File: config.mk
export PLATFORM = sky130hd
export DESIGN_NAME = hci_mem_ecc_status
export DESIGN_NICKNAME = d
export VERILOG_FILES = /design/src/hdl/ecc_pkg.sv /design/src/hdl/hci_mem_ecc_status.sv
export SDC_FILE = /design/constraint.sdc
export NUM_CORES = 1
export LEC_CHECK = 0
export ABC_AREA = 1
export BUFFER_PORTS_ARGS = -buffer_cell sky130_fd_sc_hd__buf_2
export CAP_MARGIN = 5
export CORE_UTILIZATION = 49
export DETAILED_ROUTE_END_ITERATION = 10
export GPL_TIMING_DRIVEN = 0
export PLACE_DENSITY = 0.73
export SLEW_MARGIN = 10
export SYNTH_ARGS = -nofsm -noshare
export SYNTH_HDL_FRONTEND = slang
export SYNTH_SLANG_ARGS = --single-unit
export TNS_END_PERCENT = 10
File: constraint.sdc
create_clock -name clk_i -period 2.1 [get_ports clk_i]
set_clock_uncertainty 0.15 [all_clocks]
set_input_delay 0.315 -clock clk_i [delete_from_list [all_inputs] [get_ports clk_i]]
set_output_delay 0.315 -clock clk_i [all_outputs]
set_load 0.01 [all_outputs]
File: src/hdl/ecc_pkg.sv
// SECDED (39,32) code parameters and status counter width
// hsiao check-bit parity masks, syndrome and error class types
package ecc_pkg;

  // data bits covered by one codeword
  localparam int unsigned DATA_BITS   = 32;
  localparam int unsigned NB_ECC_BITS = 7;
  // codeword is check bits on top of the data word
  localparam int unsigned CW          = DATA_BITS + NB_ECC_BITS;

  // width of the correctable / uncorrectable event counters
  localparam int unsigned CNT_W = 16;

  typedef logic [NB_ECC_BITS-1:0] ecc_t;
  typedef logic [CW-1:0]          codeword_t;
  typedef logic [NB_ECC_BITS-1:0] syndrome_t;
  // bit 0 single error corrected, bit 1 double error detected
  typedef logic [1:0]             ecc_err_t;

  // hsiao masks, one per check bit
  // data bit i has a weight-3 column built from bit i of each mask,
  // all 32 columns distinct, so a single data error maps to one column
  // and any double error leaves an even, nonzero syndrome
  localparam logic [DATA_BITS-1:0] ECC_MASK_0 = 32'h0000_7FFF;
  localparam logic [DATA_BITS-1:0] ECC_MASK_1 = 32'h01FF_801F;
  localparam logic [DATA_BITS-1:0] ECC_MASK_2 = 32'h7E07_81E1;
  localparam logic [DATA_BITS-1:0] ECC_MASK_3 = 32'h8E38_8E22;
  localparam logic [DATA_BITS-1:0] ECC_MASK_4 = 32'hB2C9_3244;
  localparam logic [DATA_BITS-1:0] ECC_MASK_5 = 32'hD552_5488;
  localparam logic [DATA_BITS-1:0] ECC_MASK_6 = 32'h69A4_6910;

endpackage

File: src/hdl/hci_mem_ecc_status.sv
// ecc status: saturating counters for corrected and uncorrectable reads
// keeps the last nonzero syndrome seen on a read response
module hci_mem_ecc_status (
  input  logic                      clk_i,
  input  logic                      rst_n_i,
  input  logic                      r_valid_i,
  input  ecc_pkg::syndrome_t        syndrome_i,
  input  ecc_pkg::ecc_err_t         err_i,
  output logic [ecc_pkg::CNT_W-1:0] corr_cnt_o,
  output logic [ecc_pkg::CNT_W-1:0] uncorr_cnt_o,
  output ecc_pkg::syndrome_t        last_syndrome_o
);

  logic [ecc_pkg::CNT_W-1:0] corr_cnt_q;
  logic [ecc_pkg::CNT_W-1:0] uncorr_cnt_q;
  ecc_pkg::syndrome_t        last_syn_q;

  // decode outputs only count while a response is on the bus
  always_ff @(posedge clk_i) begin
    if (!rst_n_i) begin
      corr_cnt_q   <= '0;
      uncorr_cnt_q <= '0;
      last_syn_q   <= '0;
    end else if (r_valid_i) begin
      // stick at all ones instead of wrapping
      if (err_i[0] && (corr_cnt_q != '1)) begin
        corr_cnt_q <= corr_cnt_q + 1'b1;
      end
      if (err_i[1] && (uncorr_cnt_q != '1)) begin
        uncorr_cnt_q <= uncorr_cnt_q + 1'b1;
      end
      // clean reads leave the last syndrome in place
      if (syndrome_i != '0) begin
        last_syn_q <= syndrome_i;
      end
    end
  end

  assign corr_cnt_o      = corr_cnt_q;
  assign uncorr_cnt_o    = uncorr_cnt_q;
  assign last_syndrome_o = last_syn_q;

endmodule

==> impl_metrics.yaml, run 1 <==
synthesis:
  synth_edf_count: 0
  syn_area_per_cell_um2: 6.30
  synth_cell_type_count: 22
  synth_nets: 389
  synth_common_cells: "nand2_1, nor2_1, inv_1"
  synth-seq-cells: 39
  yosysMostFrequentCell: "nand2_1"
  yosys-top-cells-area: "dfxtp_1, nand2_1, nor2_1, inv_1, nand3_2"
  synth_cells: 375
  synth_ff_type: "dfxtp_1"
  yosys.area.top_type_share_pct: 33.0
  yosysWarnings: 0
  yosysSeqAreaShare_pct: 33.0
  synthArstFlopShare_pct: 0
  yosysTopAreaCell: "dfxtp_1"
  syn-cell-area_um2: 2360
finish:
  final_area_um2: 2790
  layout.nets: 445
  synthToLayoutAreaGrowth_pct: 18.1
  antennaDiodeCount: 0
  layout-drive-gt1-share_pct: 23.6
  utilization_pct: 62.0
  fillers: 432
pwr:
  ir_drop_mv: 0.523
  p_per_area_nw_per_um2: 573
  pwr-share-seq_pct: 48.6
  power.switching_uw: 393
  p_leak_uw: 0.00139
  p_int_uw: 1210
  comb_power_share_pct: 10.2
  p_sw_share_pct: 24.6
  clkPwrFrac_pct: 41.3
setup_path:
  crit_chain: "ha_1 -> nand2_2 -> nor2_4 -> nand2_4 -> nor2_4 -> nor2_4 -> buf_6 -> nand2_1 -> nand2_1 -> inv_2 -> nor2_2"
  crit_start: "uncorr_cnt_o[0]"
  crit_top_cell: "nor2_4"
  path_class: "register to register"
  cp_data_required_time_ps: 2150
  path_max_fanout: 10
  crit_arrival_ps: 1820
  start_kind: "register"
  cp-end-kind: "register"
  cpMaxStageDelayCell: "dfxtp_1"
  worst_path_largest_cell_delay_ps: 420
  r2r_start: "uncorr_cnt_o[0]"
die:
  std_cell_rows: 24
  io_pins: 51
  initial_core_util_pct: 52.5
  chipHeight_um: 71.5
  die_w_um: 71.5
  core-area_um2: 4500
  dieArea_um2: 5110
placement:
  io_buffers: 49
  dpl-instance-area_um2: 2670
  hpwl_um: 3770
  gp_congestion: 0.836
global_route:
  grt.overflow.total: 0
  antenna_found_initial: 0
  grt_pass1_wl_um: 8780
  grt_usage_pct: 21.7
  grt_pass1_vias: 2043
  grt_max_degree: 13
clocking:
  htree_levels: 2
  clockBufferDepth: 2
  cts_sinks: 39
  numCtsBuffers: 5
  ctsHoldBuffers: 0
  postCtsSetupRepairBufs: 0
  tritoncts: "done"
  cts-root-buf: "clkbuf_8"
  clkTransAtPathRegs_ps: 70
  cts_resized: 0
  clock_latency_ps: 300
sta:
  finalHoldViolations: 0
  worst_pin_slew_ps: 285
  setup-tns-final_ps: 0
  fmax_mhz: 567
  rsz0062_at_grt: "no"
  maxSlewHeadroom_pct: 80.9
  maxSlewViolCount: 0
  period_share_pct: 84.0
  setup_viol_count_final: 0
  period_needed_ps: 1760
drt:
  route.detailed.drc: 0
  viasPerCell: 4.74
  avgRoutedWirePerCell_um: 10.4
  vias: 2295
  dr.pass1.iters: 4
  wl_um: 5030
  drt_iter0_markers: 131
  drtAntennaViolNets: 0
hold_path:
  hold_path_class: "input pin to register"
  holdCritStartpoint: "syndrome_i[4]"
outcome:
  status: "complete, no violations"
run:
  maxCapViolCount: 0
[critical path: cells and delay by family, from the launching register on]
kind                     cells  cell delay [ps]
AND/OR/NAND/NOR              8              660
adder cells (fa/ha/maj)      1              230
flip-flops                   1              420
buffers and inverters        2              200
[layout by cell type (no fill, tap or decap)]
cell type,count
nor2_1,76
buf_2,51
nand2_2,3
buf_4,2
ha_1,2
nor2_2,7
nand3_2,16
clkinv_2,1
buf_1,1
a21oi_1,12
nor3_2,1
clkbuf_8,6
nand2_4,1
nor2_4,6
inv_1,53
buf_6,4
nand2_1,111
and2_1,1
nor3_1,2
inv_2,3
o21ai_0,5
dfxtp_1,39
bufinv_16,1
xor2_1,5
nand3_1,23
[sequential cells by signal, indices dropped and copies added (netlist names)]
register,flops
corr_cnt_o,16
uncorr_cnt_o,16
last_syndrome_o,7
[cell type report]
type,instances,area (µm²),area share [%]
tap,52,65.1,2.33
multi-input combinational,271,1300,46.5
clock buffer,6,82.6,2.96
sequential,39,781,28.0
clock inverter,2,35.0,1.26
buffer,9,73.8,2.64
inverter,56,210,7.53
timing repair buffer,49,245,8.79
[cells by family (layout without fill, tap and decap cells)]
group	count (synthesis)	count (layout)	synth area share (%)
fa+ha+maj	2	2	1.06
flops	39	39	33.0
simple gates	247	247	48.4
buf+inv	65	122	12.0
compound gates	17	17	3.60
xor+xnor	5	5	1.85
[final timing paths]
check | to | cells past startpoint | slack (ps)
hold reg to reg | last_syndrome_o[3] | 2 | 320
hold / removal | last_syndrome_o[4] | 3 | 120
setup reg to reg | uncorr_cnt_o[5] | 11 | 340
setup / recovery | uncorr_cnt_o[5] | 11 | 340
[power by group through the flow]
stage,Clock (µW),Combinational (µW),Sequential (µW)
2_1_floorplan,0,100,803
3_3_place_gp,0,161,794
3_5_place_dp,0,163,795
4_1_cts,682,164,778
5_1_grt,703,185,780
6_report,661,163,777
[per-layer routing]
layer | track usage, % | vias up | share of wire, %
met3 | 3.52 | 6 | 3.9
li1 | - | 1239 | -
met4 | 7.84 | 0 | 0.87
met5 | 0 | - | 0
met2 | 38.4 | 44 | 47
met1 | 26.7 | 1006 | 48
[through the flow]
stage	hold WS (ps)	cells	setup slack, ps	total power (µW)
floorplan	305	375	424	903
global placement	300	476	386	955
detailed placement	314	476	330	958
CTS	112	484	315	1620
global route	140	484	176	1670
finish	119	484	336	1600
Power figures use the tool's default switching activity.
==> run 2: changes to the inputs <==
clock period = 1.7 ns   (was 2.1 ns; I/O delays follow)
==> impl_metrics.yaml, run 2 (synthesized netlist as in run 1, its figures left out) <==
finish:
  fillers: 430
  final_common_cell: "nand2_1"
  layout-drive-gt1-share_pct: 25.9
  synthToLayoutAreaGrowth_pct: 21.2
  antennaDiodeCount: 0
  layout.nets: 449
  layout_common_cells: "nand2_1, nor2_1, inv_1, buf_2, dfxtp_1"
hold_path:
  holdPathEnd: "last_syndrome_o[5]"
  hold_depth: 3
  holdCritStartpoint: "syndrome_i[5]"
  hold_path_class: "input pin to register"
die:
  initial_core_util_pct: 52.5
  die_w_um: 71.5
  dieArea_um2: 5110
  chipHeight_um: 71.5
  std_cell_rows: 24
  core-area_um2: 4500
  io_pins: 51
sta:
  worst_pin_slew_ps: 289
  setup_slack_ps: 108
  maxSlewHeadroom_pct: 80.6
  finalHoldViolations: 0
  setup_viol_count_final: 0
  fmax_mhz: 628
  period_needed_ps: 1590
  period_share_pct: 93.6
  maxSlewViolCount: 0
pwr:
  p_int_uw: 1500
  pwr-share-seq_pct: 48.4
  p_leak_uw: 0.00141
  clkPwrFrac_pct: 41.0
  comb_power_share_pct: 10.6
  total_power_uw: 1990
  power.switching_uw: 494
  ir_drop_mv: 0.643
  p_sw_share_pct: 24.8
  p_per_area_nw_per_um2: 696
setup_path:
  rrSetupSlack_ps: 110
  cp_data_required_time_ps: 1750
  path_class: "register to register"
  crit_arrival_ps: 1640
  r2r_start: "uncorr_cnt_o[0]"
  cp_top_family: "simple AND/OR/NAND/NOR gates"
  crit_chain: "ha_4 -> nand2_2 -> nor2_4 -> nand2_4 -> nor2_4 -> nor2_4 -> buf_8 -> nand2_1 -> nand2_1 -> inv_2 -> nor2_2"
  r2r_cells: 11
  critical_path_buf_inv_count: 2
  crit_top_cell: "nor2_4"
  path_max_fanout: 10
  timing.rr.end: "uncorr_cnt_o[5]"
  worst_path_largest_cell_delay_ps: 390
  cpMaxStageDelayCell: "dfxtp_4"
  start_kind: "register"
  cp-end-kind: "register"
drt:
  met1_length_um: 2420
  viasPerCell: 4.76
  route.detailed.drc: 0
  avgRoutedWirePerCell_um: 10.6
  met3_length_um: 217
  drtAntennaViolNets: 0
  met2_length_um: 2480
  dr.pass1.iters: 4
  vias: 2325
  top_layer_used: "met4"
  wl_um: 5160
  drt_iter0_markers: 146
placement:
  gp_congestion: 0.836
  dp_slack_ps: -70.2
  hpwl_um: 3770
  io_buffers: 49
clocking:
  clkTransAtPathRegs_ps: 70
  clock_latency_ps: 300
  cts_sinks: 39
  cts-root-buf: "clkbuf_8"
  ctsHoldBuffers: 0
  clockBufferDepth: 2
  htree_levels: 2
  numCtsBuffers: 5
  tritoncts: "done"
run:
  maxCapViolCount: 0
global_route:
  antenna_found_initial: 0
  grt_pass1_wl_um: 8970
  grt.overflow.total: 0
  grt_max_degree: 13
  grt_pass1_vias: 2073
  grt_usage_pct: 22.2
outcome:
  status: "complete, no violations"
-- run 2: timing repair --
item / in CTS / in global routing
gates cloned: 0 / 0
setup endpoints to repair: 24 / 22
resized for setup: 7 / 5
pin swaps: 1 / 4
buffers inserted: 1 / 3
-- run 2: worst max path at each step --
stage,startpoint,end,cells past startpoint
3_5_place_dp,uncorr_cnt_o[0],uncorr_cnt_o[5],11
6_report,uncorr_cnt_o[0],uncorr_cnt_o[5],11
3_3_place_gp,uncorr_cnt_o[0],uncorr_cnt_o[6],11
4_1_cts,uncorr_cnt_o[0],uncorr_cnt_o[5],11
2_1_floorplan,uncorr_cnt_o[0],uncorr_cnt_o[6],11
5_1_grt,corr_cnt_o[1],corr_cnt_o[3],11
-- run 2: area by class of cell --
| class | instances | area, µm² | area share, % |
|---|---|---|---|
| Tap cell | 52 | 65.1 | 2.27 |
| Sequential cell | 39 | 791 | 27.6 |
| Timing Repair Buffer | 53 | 275 | 9.61 |
| Buffer | 9 | 77.6 | 2.71 |
| Multi-Input combinational cell | 271 | 1330 | 46.4 |
| Inverter | 56 | 210 | 7.34 |
| Clock buffer | 6 | 82.6 | 2.88 |
| Clock inverter | 2 | 35.0 | 1.22 |
-- run 2: stage by stage --
stage               utilization, %  setup TNS, ps  cells  hold WS, ps  cell area [µm²]
global placement              59.4          -41.5    476          300             2670
finish                        63.6              0    488         57.6             2870
global route                  63.6          -15.0    488         77.7             2870
detailed placement            59.4           -547    476          314             2670
floorplan                        -              0    375          245             2360
CTS                           62.5              0    485         52.0             2820
-- run 2: worst min-delay path: stages --
cell and delay (ps):
buf_2 100, nand2_1 50, a21oi_1 50
-- run 2: power by group through the flow --
stage,clock network (µW),logic [µW],registers [µW]
2_1_floorplan,0,124,992
3_3_place_gp,0,199,981
3_5_place_dp,0,202,982
4_1_cts,843,204,961
5_1_grt,873,241,968
6_report,818,212,964
-- run 2: metal layers --
layer | track usage [%] | up-vias
met2 | 39.5 | 48
met1 | 27.1 | 1024
met4 | 7.84 | 0
li1 | - | 1247
met5 | 0 | -
met3 | 3.52 | 6
==> run 3: changes to the inputs <==
CAP_MARGIN = unset   (was 5)
MAX_ROUTING_LAYER = met4   (was unset)
==> impl_metrics.yaml, run 3 (synthesized netlist as in run 1, its figures left out) <==
sta:
  holdWs_ps: 55.8
  setup_viol_count_final: 0
  maxSlewViolCount: 0
  setup_slack_ps: 108
  period_share_pct: 93.6
  period_needed_ps: 1590
  worst_pin_slew_ps: 290
  fmax_mhz: 628
  maxSlewHeadroom_pct: 80.5
  finalHoldViolations: 0
global_route:
  antenna_found_initial: 0
  grt_usage_pct: 22.8
  grt.overflow.total: 0
  grt_pass1_vias: 2070
  grt_pass1_wl_um: 8980
  grt_max_degree: 13
drt:
  met3_length_um: 228
  vias: 2316
  drt_iter0_markers: 140
  wl_um: 5150
  route.detailed.drc: 0
  viasPerCell: 4.75
  avgRoutedWirePerCell_um: 10.6
  met1_length_um: 2440
  top_layer_used: "met4"
  met2_length_um: 2440
  dr.pass1.iters: 4
  drtAntennaViolNets: 0
die:
  io_pins: 51
  chipHeight_um: 71.5
  core-area_um2: 4500
  std_cell_rows: 24
  initial_core_util_pct: 52.5
  dieArea_um2: 5110
  die_w_um: 71.5
pwr:
  ir_drop_mv: 0.643
  p_leak_uw: 0.00141
  total_power_uw: 1990
  p_per_area_nw_per_um2: 696
clocking:
  clkTransAtPathRegs_ps: 80
  tritoncts: "done"
  numCtsBuffers: 5
  ctsHoldBuffers: 0
  htree_levels: 2
  clock_latency_ps: 300
  cts-root-buf: "clkbuf_8"
  cts_sinks: 39
  clockBufferDepth: 2
setup_path:
  cp_data_required_time_ps: 1750
  path_max_fanout: 10
  crit_arrival_ps: 1640
  cp-end-kind: "register"
  path_class: "register to register"
  start_kind: "register"
finish:
  layout.nets: 449
  antennaDiodeCount: 0
  synthToLayoutAreaGrowth_pct: 21.2
  final_common_cell: "nand2_1"
  layout-drive-gt1-share_pct: 25.9
  utilization_pct: 63.6
  fin_cells: 488
  layout_common_cells: "nand2_1, nor2_1, inv_1, buf_2, dfxtp_1"
placement:
  dp_slack_ps: -70.2
  place_inst: 476
  hpwl_um: 3770
  gp_congestion: 0.849
  io_buffers: 49
outcome:
  status: "complete, no violations"
run:
  maxCapViolCount: 0
hold_path:
  hold_path_class: "input pin to register"
## run 3: cell counts in the layout (fill, tap and decap cells not counted)
No cell type changed its count.
## run 3: worst max-delay path, cell delays in order (launching register included)
cell     delay [ps]
dfxtp_4         390
ha_4            150
nand2_2          60
nor2_4          140
nand2_4          80
nor2_4          120
nor2_4           60
buf_8           140
nand2_1          60
nand2_1          60
inv_2            50
nor2_2           30
## run 3: layout make-up
type,instances,area (µm²)
Multi-Input combinational cell,271,1330
Tap cell,52,65.1
Buffer,9,77.6
Sequential cell,39,791
Inverter,56,210
Clock buffer,6,82.6
Fill cell,430,1640
Timing Repair Buffer,53,275
Clock inverter,2,35.0
## run 3: report_power, final
part	internal (µW)	switching, µW	total (µW)
Clock	475	344	819
Sequential	938	26.1	964
Combinational	86.9	125	211
## run 3: path summary, 6_finish.rpt
path / depth (start not counted) / end / slack, ps / start
worst max register to register: 11 / uncorr_cnt_o[5] / 110 / uncorr_cnt_o[0]
worst min register to register: 2 / last_syndrome_o[3] / 320 / last_syndrome_o[3]
worst min-delay path: 3 / last_syndrome_o[5] / 60 / syndrome_i[5]
worst max-delay path: 11 / uncorr_cnt_o[5] / 110 / uncorr_cnt_o[0]
## run 3: what timing repair did
item                                    in CTS  in global routing
pin swaps                                    1                  4
gates resized for setup                      7                  5
buffers inserted                             1                  3
cloned                                       0                  0
endpoints found under the setup margin      24                 22
## run 3: through the flow
step | cell area [µm²] | setup TNS [ps]
after floorplan | 2360 | 0
after global routing | 2870 | -25.2
after global placement | 2670 | -41.5
final | 2870 | 0
after detailed placement | 2670 | -547
after CTS | 2820 | 0
## run 3: per-layer routing
layer	GRT usage, %	vias up
li1	-	1247
met1	27.1	1013
met2	39.5	50
met3	3.52	6
met4	7.84	0
met5	-	-
