`src/hdl/ecc_pkg.sv`:
```
// SECDED (39,32) code parameters and status counter width
// hsiao check-bit parity masks, syndrome and error class types
package ecc_pkg;

  // data bits covered by one codeword
  localparam int unsigned DATA_BITS   = 32;
  localparam int unsigned NB_ECC_BITS = 7;
  // codeword is check bits on top of the data word
  localparam int unsigned CW          = DATA_BITS + NB_ECC_BITS;

  // width of the correctable / uncorrectable event counters
  localparam int unsigned CNT_W = 16;

  typedef logic [NB_ECC_BITS-1:0] ecc_t;
  typedef logic [CW-1:0]          codeword_t;
  typedef logic [NB_ECC_BITS-1:0] syndrome_t;
  // bit 0 single error corrected, bit 1 double error detected
  typedef logic [1:0]             ecc_err_t;

  // hsiao masks, one per check bit
  // data bit i has a weight-3 column built from bit i of each mask,
  // all 32 columns distinct, so a single data error maps to one column
  // and any double error leaves an even, nonzero syndrome
  localparam logic [DATA_BITS-1:0] ECC_MASK_0 = 32'h0000_7FFF;
  localparam logic [DATA_BITS-1:0] ECC_MASK_1 = 32'h01FF_801F;
  localparam logic [DATA_BITS-1:0] ECC_MASK_2 = 32'h7E07_81E1;
  localparam logic [DATA_BITS-1:0] ECC_MASK_3 = 32'h8E38_8E22;
  localparam logic [DATA_BITS-1:0] ECC_MASK_4 = 32'hB2C9_3244;
  localparam logic [DATA_BITS-1:0] ECC_MASK_5 = 32'hD552_5488;
  localparam logic [DATA_BITS-1:0] ECC_MASK_6 = 32'h69A4_6910;

endpackage

```
`src/hdl/hci_mem_pkg.sv`:
```
// bus-side widths of the hci memory port
// vector types for address, data, byte enable and user fields
package hci_mem_pkg;

  // data word follows the secded code width
  localparam int unsigned DW = ecc_pkg::DATA_BITS;
  // word address, one bank of 256 words
  localparam int unsigned AW = 8;
  // requester user field
  localparam int unsigned UW = 4;
  // memory-side user field carries the check bits above the user bits
  localparam int unsigned EUW = UW + ecc_pkg::NB_ECC_BITS;

  // bank geometry
  localparam int unsigned BANK_WORDS = 1 << AW;
  localparam int unsigned NB_BYTES   = DW / 8;

  typedef logic [DW-1:0]       data_t;
  typedef logic [AW-1:0]       addr_t;
  typedef logic [NB_BYTES-1:0] be_t;
  typedef logic [UW-1:0]       user_t;
  typedef logic [EUW-1:0]      ecc_user_t;

endpackage

```
`src/hdl/secded_39_32_enc.sv`:
```
// hsiao secded encoder, 32 data bits to a 39-bit codeword
// purely combinational
module secded_39_32_enc (
  input  hci_mem_pkg::data_t data_i,
  output ecc_pkg::codeword_t codeword_o
);

  // check bits, one parity per mask
  ecc_pkg::ecc_t check;

  always_comb begin
    // each check bit is the even parity of the data bits it covers
    check[0] = ^(data_i & ecc_pkg::ECC_MASK_0);
    check[1] = ^(data_i & ecc_pkg::ECC_MASK_1);
    check[2] = ^(data_i & ecc_pkg::ECC_MASK_2);
    check[3] = ^(data_i & ecc_pkg::ECC_MASK_3);
    check[4] = ^(data_i & ecc_pkg::ECC_MASK_4);
    check[5] = ^(data_i & ecc_pkg::ECC_MASK_5);
    check[6] = ^(data_i & ecc_pkg::ECC_MASK_6);
  end

  // systematic code, data stays in the low bits
  // check bits go on top
  assign codeword_o = {check, data_i};

endmodule

```
`src/hdl/secded_39_32_dec.sv`:
```
// hsiao secded decoder for the 39-bit codeword
// corrects single errors, flags double errors, reports the syndrome
module secded_39_32_dec (
  input  ecc_pkg::codeword_t codeword_i,
  output hci_mem_pkg::data_t data_o,
  output ecc_pkg::syndrome_t syndrome_o,
  output ecc_pkg::ecc_err_t  err_o
);

  // received fields
  hci_mem_pkg::data_t data_raw;
  ecc_pkg::ecc_t      check_raw;
  // parity recomputed from the received data
  ecc_pkg::ecc_t      check_calc;
  // one bit per data position that the syndrome points at
  hci_mem_pkg::data_t flip;
  logic               single_err;
  logic               double_err;

  assign data_raw  = codeword_i[ecc_pkg::DATA_BITS-1:0];
  assign check_raw = codeword_i[ecc_pkg::CW-1:ecc_pkg::DATA_BITS];

  always_comb begin
    check_calc[0] = ^(data_raw & ecc_pkg::ECC_MASK_0);
    check_calc[1] = ^(data_raw & ecc_pkg::ECC_MASK_1);
    check_calc[2] = ^(data_raw & ecc_pkg::ECC_MASK_2);
    check_calc[3] = ^(data_raw & ecc_pkg::ECC_MASK_3);
    check_calc[4] = ^(data_raw & ecc_pkg::ECC_MASK_4);
    check_calc[5] = ^(data_raw & ecc_pkg::ECC_MASK_5);
    check_calc[6] = ^(data_raw & ecc_pkg::ECC_MASK_6);
  end

  // zero when the stored word is intact
  assign syndrome_o = check_calc ^ check_raw;

  // odd weight means one flipped bit, even nonzero weight means two
  assign single_err = ^syndrome_o;
  assign double_err = (syndrome_o != '0) && !single_err;

  // match the syndrome against every data column
  // a one-hot syndrome hits no column, so a check-bit error leaves data alone
  always_comb begin
    for (int i = 0; i < ecc_pkg::DATA_BITS; i++) begin
      flip[i] = single_err && (syndrome_o == {ecc_pkg::ECC_MASK_6[i],
                                              ecc_pkg::ECC_MASK_5[i],
                                              ecc_pkg::ECC_MASK_4[i],
                                              ecc_pkg::ECC_MASK_3[i],
                                              ecc_pkg::ECC_MASK_2[i],
                                              ecc_pkg::ECC_MASK_1[i],
                                              ecc_pkg::ECC_MASK_0[i]});
    end
  end

  assign data_o = data_raw ^ flip;
  assign err_o  = {double_err, single_err};

  // error class is a single code, never both flags
  // and an intact word never raises a flag
  always_comb begin
    assert (err_o != 2'b11)
      else $error("secded decoder flagged single and double error together");
    assert ((syndrome_o != '0) || (err_o == 2'b00))
      else $error("secded decoder flagged an error with a zero syndrome");
  end

endmodule

```
`src/hdl/hci_mem_ecc_enc.sv`:
```
// ecc stage between the requester and the memory bank
// appends check bits to writes in the upper user bits, corrects read data
module hci_mem_ecc_enc (
  input  logic                   clk_i,
  input  logic                   rst_n_i,
  // requester side
  input  logic                   req_i,
  input  hci_mem_pkg::addr_t     add_i,
  input  logic                   wen_i,
  input  hci_mem_pkg::be_t       be_i,
  input  hci_mem_pkg::data_t     data_i,
  input  hci_mem_pkg::user_t     user_i,
  output logic                   gnt_o,
  output logic                   r_valid_o,
  output hci_mem_pkg::data_t     r_data_o,
  output hci_mem_pkg::user_t     r_user_o,
  // memory side
  output logic                   mem_req_o,
  output hci_mem_pkg::addr_t     mem_add_o,
  output logic                   mem_wen_o,
  output hci_mem_pkg::be_t       mem_be_o,
  output hci_mem_pkg::data_t     mem_data_o,
  output hci_mem_pkg::ecc_user_t mem_user_o,
  input  logic                   mem_gnt_i,
  input  logic                   mem_r_valid_i,
  input  hci_mem_pkg::data_t     mem_r_data_i,
  input  hci_mem_pkg::ecc_user_t mem_r_user_i,
  // decode status of the current read response
  output ecc_pkg::syndrome_t     syndrome_o,
  output ecc_pkg::ecc_err_t      err_o
);

  ecc_pkg::codeword_t wr_codeword;
  ecc_pkg::codeword_t rd_codeword;

  // handshake and control go straight through
  assign mem_req_o = req_i;
  assign gnt_o     = mem_gnt_i;
  assign mem_add_o = add_i;
  assign mem_wen_o = wen_i;
  assign mem_be_o  = be_i;
  assign r_valid_o = mem_r_valid_i;

  // check bits cover the full word, whatever be_i says
  secded_39_32_enc i_ecc_encode (
    .data_i     ( data_i      ),
    .codeword_o ( wr_codeword )
  );

  // low half of the codeword is the data word itself
  assign mem_data_o = wr_codeword[ecc_pkg::DATA_BITS-1:0];
  assign mem_user_o = {wr_codeword[ecc_pkg::CW-1:ecc_pkg::DATA_BITS], user_i};

  // rebuild the stored codeword from the response
  assign rd_codeword = {mem_r_user_i[hci_mem_pkg::EUW-1:hci_mem_pkg::UW], mem_r_data_i};

  secded_39_32_dec i_ecc_decode (
    .codeword_i ( rd_codeword ),
    .data_o     ( r_data_o    ),
    .syndrome_o ( syndrome_o  ),
    .err_o      ( err_o       )
  );

  // requester only sees its own user bits
  assign r_user_o = mem_r_user_i[hci_mem_pkg::UW-1:0];

  // a stalled request must keep its address until the bank grants it
  addr_held_a: assert property (@(posedge clk_i) disable iff (!rst_n_i)
    (req_i && !gnt_o) |=> (req_i && $stable(add_i)))
    else $error("request address changed while waiting for grant");

endmodule

```
`config.mk`:
```
export PLATFORM = sky130hd
export DESIGN_NAME = hci_mem_ecc_enc
export DESIGN_NICKNAME = d
export VERILOG_FILES = /design/src/hdl/ecc_pkg.sv /design/src/hdl/hci_mem_pkg.sv /design/src/hdl/secded_39_32_enc.sv /design/src/hdl/secded_39_32_dec.sv /design/src/hdl/hci_mem_ecc_enc.sv
export SDC_FILE = /design/constraint.sdc
export NUM_CORES = 1
export LEC_CHECK = 0
export BUFFER_PORTS_ARGS = -buffer_cell sky130_fd_sc_hd__buf_2
export CORE_ASPECT_RATIO = 0.9
export CORE_MARGIN = 2
export CORE_UTILIZATION = 48
export DETAILED_ROUTE_END_ITERATION = 10
export GPL_ROUTABILITY_DRIVEN = 1
export PLACE_DENSITY = 0.91
export REMOVE_ABC_BUFFERS = 1
export SLEW_MARGIN = 20
export SYNTH_ARGS = -nofsm -noshare
export SYNTH_HDL_FRONTEND = slang
export SYNTH_HIERARCHICAL = 1
export SYNTH_SLANG_ARGS = --single-unit
export TNS_END_PERCENT = 30
```
`constraint.sdc`:
```
create_clock -name vclk -period 8.2
set_input_delay 0.41 -clock vclk [all_inputs]
set_output_delay 0.41 -clock vclk [all_outputs]
set_load 0.01 [all_outputs]
```
==> metrics.md, run 1 <==
| Metric | Value |
|---|---|
| Outcome | complete, no violations |
| Share of cells above drive strength 1 | 0.460 |
| First-pass DRT Iterations | 4 |
| Register area | 0 um^2 |
| Max Slew Vio Count | 0 |
| RD Place Congestion | 0.894 |
| Initial DRC Count | 298 |
| Finished Core Util | 0.554 |
| Placement Cell Area | 3340 um^2 |
| Initial Utilization | 0.488 |
| Die Area | 6790 um^2 |
| Netlist cell types | 31 |
| Most used cell along the critical path | xnor2_1 |
| Final Hold Fails | 0 |
| Ports | 201 |
| Average size of a mapped cell | 10.0 um^2 |
| Worst Hold Class | in -> out |
| Maximum clock frequency | 199 MHz |
| Peak VDD IR | 0.508 mV |
| Cells resized by post-CTS repair | 0 |
| Critical Path RT | 7.79 ns |
| TNS Setup | 0 ns |
| Antenna Cells | 0 |
| # rows | 27 |
| CP endpoint kind | primary output |
| Vias | 2553 |
| Final period utilization | 0.612 |
| Clkbuf count | 0 |
| Fin area | 3350 um^2 |
| Vias per cell | 5.61 |
| Vias in the first global route | 2384 |
| Core footprint | 6050 um^2 |
| Crit Path Max Fanout | 12 |
| IO Port Bufs | 151 |
| Final nets | 485 |
| Worst path bufs/invs | 3 |
| Max-Cap Viols | 0 |
| Average routed wire per standard cell | 19.1 um |
| Fillers | 538 |
| First-pass GRT wire length | 12.8 mm |
| Synth Cell Area | 2950 um^2 |
| GRT Residual Overflow | 0 |
| CP max stage cell | xnor2_1 |
| Unrepaired setup endpoints after global routing | false |
| Final HPWL DP | 7.51 mm |
| Yosys warning total | 6 |
| Post-CTS Setup Inserts | 0 |
| Post-Place Setup Slack | 3.27 ns |
| Total GRT Usage | 0.244 |
| Minimum clock period | 5.02 ns |
| Critical path class | in -> out |
| Synthesis-to-finish area growth | 13.5% |
| Die X | 86.6 um |
| Pin count of the biggest net entering global routing | 15 |
| CP top delay family | XOR/XNOR gates |
| Seq_cells | 0 |
| CP Cell Sequence | buf_2 > xnor2_1 > xnor3_1 > xnor3_1 > ha_1 > xor2_1 > xnor2_1 > inv_1 > nor4b_2 > o221ai_1 > xnor2_1 > buf_2 |
| Arrival time worst endpoint | 4.61 ns |
| Slew HR | 0.363 |
| Die H | 78.4 um |
| P_leak | 1.58 nW |
| DRC | 0 |
| Hold buffer count at CTS | 0 |
| Initial antenna violation count | 0 |
| Count of final setup violators | 0 |
| Final WS setup | 3.18 ns |
| Number of routed nets with antenna violations | 0 |
| Pwr dens | 289 nW/um^2 |
| Worst Setup Start Kind | input pin |
| Sequential element share of the synthesized area | 0 |
| Final wirelength | 8.71 mm |
| Slowest cell delay on critical path | 0.61 ns |
| Mapped Cells | 295 |
| Slew @ Worst Pin | 0.953 ns |
area by class of cell:
cell class / count / area (um^2) / share of cell area
inverter: 3 / 11.3 / 0.00336
tap: 72 / 90.1 / 0.0269
multi-input combinational: 227 / 2480 / 0.740
timing repair buffer: 153 / 771 / 0.230
metrics by stage:
step / std cells / hold WS [ns] / power (W)
after floorplan: 230 / 0.820 / 0.000674
after global placement: 455 / 0.820 / 0.000925
after detailed placement: 455 / 0.820 / 0.000951
after CTS: 455 / 0.820 / 0.000953
after global routing: 455 / 0.820 / 0.00105
final: 455 / 0.820 / 0.000968
placed cells by master, fill, tap and decap left out, drive strengths merged:
cell,synthesis,layout
and3,4,4
buf,64,153
ha,3,3
nor4,2,2
or4,2,2
o211ai,10,10
xor2,18,18
nor3b,6,6
xnor3,32,32
nand3b,2,2
or3,2,2
nand3,3,3
xnor2,106,106
nor2,4,4
nor3,2,2
o221ai,17,17
inv,3,3
a21o,1,1
a221oi,5,5
or3b,2,2
nor4b,4,4
nand4b,2,2
cells in the mapped netlist (all sizes together):
library cell,count,area share
xnor2,106,0.32
buf,64,0.16
xnor3,32,0.25
xor2,18,0.053
o221ai,17,0.050
o211ai,10,0.025
nor3b,6,0.025
a221oi,5,0.021
and3,4,0.0085
nor2,4,0.0051
nor4b,4,0.023
ha,3,0.013
inv,3,0.0038
nand3,3,0.0051
nand3b,2,0.0051
nand4b,2,0.0059
nor3,2,0.0034
nor4,2,0.0042
or3,2,0.0042
or3b,2,0.0059
or4,2,0.0051
a21o,1,0.0025
clkbuf,1,0.0013
per-layer routing:
| metal | part of all wire | vias to the layer above | GRT usage | wire length [um] |
|---|---|---|---|---|
| met2 | 0.44 | 193 | 0.364 | 3820 |
| li1 | - | 1172 | - | - |
| met5 | 0.0069 | - | 0.0744 | 60 |
| met3 | 0.15 | 15 | 0.0883 | 1320 |
| met1 | 0.39 | 1171 | 0.345 | 3390 |
| met4 | 0.013 | 2 | 0.0234 | 115 |
power by group:
group          switching, W  internal (W)
registers                 0             0
logic              0.000567      0.000402
clock network             0             0
worst paths after layout:
check / cells after the start / slack [ns] / startpoint / end
max: 12 / 3.18 / mem_r_data_i[23] / r_data_o[6]
min: 0 / 0.82 / req_i / mem_req_o
kinds of logic (layout without fill, tap and decap cells):
family,count (synthesis),in the layout,synth area share
buf+inv,68,156,0.162
compound gates,33,33,0.0997
xor+xnor,156,156,0.624
fa+ha+maj,3,3,0.0127
simple gates,35,35,0.101
No activity file was read; power rests on OpenSTA's default activity.
==> run 2, diff against run 1 <==
--- a/config.mk
+++ b/config.mk
@@ -8,10 +8,10 @@
 export BUFFER_PORTS_ARGS = -buffer_cell sky130_fd_sc_hd__buf_2
 export CORE_ASPECT_RATIO = 0.9
 export CORE_MARGIN = 2
-export CORE_UTILIZATION = 48
+export CORE_UTILIZATION = 40
 export DETAILED_ROUTE_END_ITERATION = 10
 export GPL_ROUTABILITY_DRIVEN = 1
-export PLACE_DENSITY = 0.91
+export PLACE_DENSITY = 0.81
 export REMOVE_ABC_BUFFERS = 1
 export SLEW_MARGIN = 20
 export SYNTH_ARGS = -nofsm -noshare
==> constraint.sdc (replaced) <==
create_clock -name vclk -period 4.3
set_input_delay 0.215 -clock vclk [all_inputs]
set_output_delay 0.215 -clock vclk [all_outputs]
set_load 0.01 [all_outputs]
==> run 2 against run 1 <==
Against the previous run:
- sequential share of layout area is the same
- setup slack lost 2.8 ns
- via count shrank 2.2%
- critical path type unchanged
- largest cell class unchanged
- largest power group unchanged
==> metrics.md, run 2 (synthesis gave the netlist of run 1 again) <==
| Metric | Value |
|---|---|
| Outcome | complete, no violations |
| Most common cell after layout, fill and taps aside | buf_2 |
| Cells resized by post-CTS repair | 0 |
| Peak VDD IR | 0.486 mV |
| Initial Utilization | 0.415 |
| Synthesis-to-finish area growth | 15.5% |
| Post-CTS Setup Inserts | 0 |
| Core footprint | 7110 um^2 |
| Area of the multi-input gates | 2470 um^2 |
| CP max stage cell | xor2_1 |
| Worst Hold Class | in -> out |
| DRC | 0 |
| Pin count of the biggest net entering global routing | 15 |
| Crit Path Max Fanout | 10 |
| Final period utilization | 0.913 |
| Switch Pwr | 0.00110 W |
| Clkbuf count | 0 |
| Initial antenna violation count | 0 |
| Antenna Cells | 0 |
| Net Sw Frac | 0.565 |
| Ports | 201 |
| CP Cell Sequence | buf_2 > xor2_1 > xor2_1 > xnor2_1 > ha_1 > xor2_1 > xnor2_1 > inv_1 > nor4b_2 > o221ai_1 > xnor2_1 > buf_2 |
| Slowest cell delay on critical path | 0.74 ns |
| Unrepaired setup endpoints after global routing | false |
| RD Place Congestion | 0.942 |
| Vias | 2496 |
| Pwr dens | 570 nW/um^2 |
| Initial DRC Count | 175 |
| Minimum clock period | 3.93 ns |
| Die H | 85.5 um |
| Maximum clock frequency | 255 MHz |
| Worst path bufs/invs | 3 |
| Final wirelength | 8.60 mm |
| Share of cells above drive strength 1 | 0.464 |
| GRT Residual Overflow | 0 |
| Worst Setup Start Kind | input pin |
| Clock Power Share | 0 |
| Final hold slack | 0.430 ns |
| Vias per cell | 5.19 |
| CP endpoint kind | primary output |
| P_int | 0.000846 W |
| Count of final setup violators | 0 |
| # rows | 29 |
| Max Slew Vio Count | 0 |
| Register area | 0 um^2 |
| Total GRT Usage | 0.202 |
| First-pass GRT wire length | 12.7 mm |
| CP top delay family | XOR/XNOR gates |
| Gate power share | 1.000 |
| Seq_cells | 0 |
| First-pass DRT Iterations | 4 |
| Slew HR | 0.368 |
| Die X | 94.5 um |
| Fillers | 694 |
| Critical Path RT | 4.09 ns |
| Max-Cap Viols | 0 |
| Critical path class | in -> out |
| Reg power frac | 0 |
| TNS Setup | 0 ns |
| Most frequent cells in the layout | 151 x buf_2, 102 x xnor2_1, 30 x xnor3_1 |
| Final nets | 490 |
| IO Port Bufs | 151 |
| Vias in the first global route | 2504 |
| Final HPWL DP | 7.54 mm |
| P_leak | 1.61 nW |
| Arrival time worst endpoint | 3.71 ns |
| Hold buffer count at CTS | 0 |
| Slew @ Worst Pin | 0.941 ns |
| Final Hold Fails | 0 |
| Die Area | 8080 um^2 |
| Average routed wire per standard cell | 17.9 um |
| Number of routed nets with antenna violations | 0 |
run 2: power groups by stage:
stage          clock network [W]  registers [W]  logic (W)
2_1_floorplan                  0              0    0.00129
3_3_place_gp                   0              0    0.00188
3_5_place_dp                   0              0    0.00193
4_1_cts                        0              0    0.00193
5_1_grt                        0              0    0.00208
6_report                       0              0    0.00194
run 2: final cells by class:
cell class / instances / share of cell area
tap: 93 / 0.0341
timing repair buffer: 158 / 0.237
multi-input combinational: 227 / 0.725
inverter: 3 / 0.00330
run 2: stage by stage:
stage | instance area (um^2) | utilization | power (W) | setup slack [ns] | instances
4_1_cts | 3410 | 0.479 | 0.00193 | 0.438 | 481
6_report | 3410 | 0.479 | 0.00194 | 0.374 | 481
3_3_place_gp | 3410 | 0.479 | 0.00188 | 0.613 | 481
2_1_floorplan | 2480 | - | 0.00129 | 0.441 | 230
3_5_place_dp | 3410 | 0.479 | 0.00193 | 0.446 | 481
5_1_grt | 3410 | 0.479 | 0.00208 | 0.145 | 481
run 2: worst paths after layout:
path | start | endpoint | slack [ns] | depth (start not counted)
worst min-delay path | add_i[5] | mem_add_o[5] | 0.43 | 0
worst max-delay path | mem_r_data_i[28] | r_data_o[6] | 0.37 | 12
run 2: routing by layer:
metal | GRT usage | wire length, um | vias to the layer above | share of wire
li1 | - | - | 1173 | -
met5 | 0.0513 | 34 | - | 0.0040
met1 | 0.240 | 3160 | 1121 | 0.37
met4 | 0.0303 | 150 | 2 | 0.017
met2 | 0.365 | 4230 | 188 | 0.49
met3 | 0.0533 | 1020 | 12 | 0.12
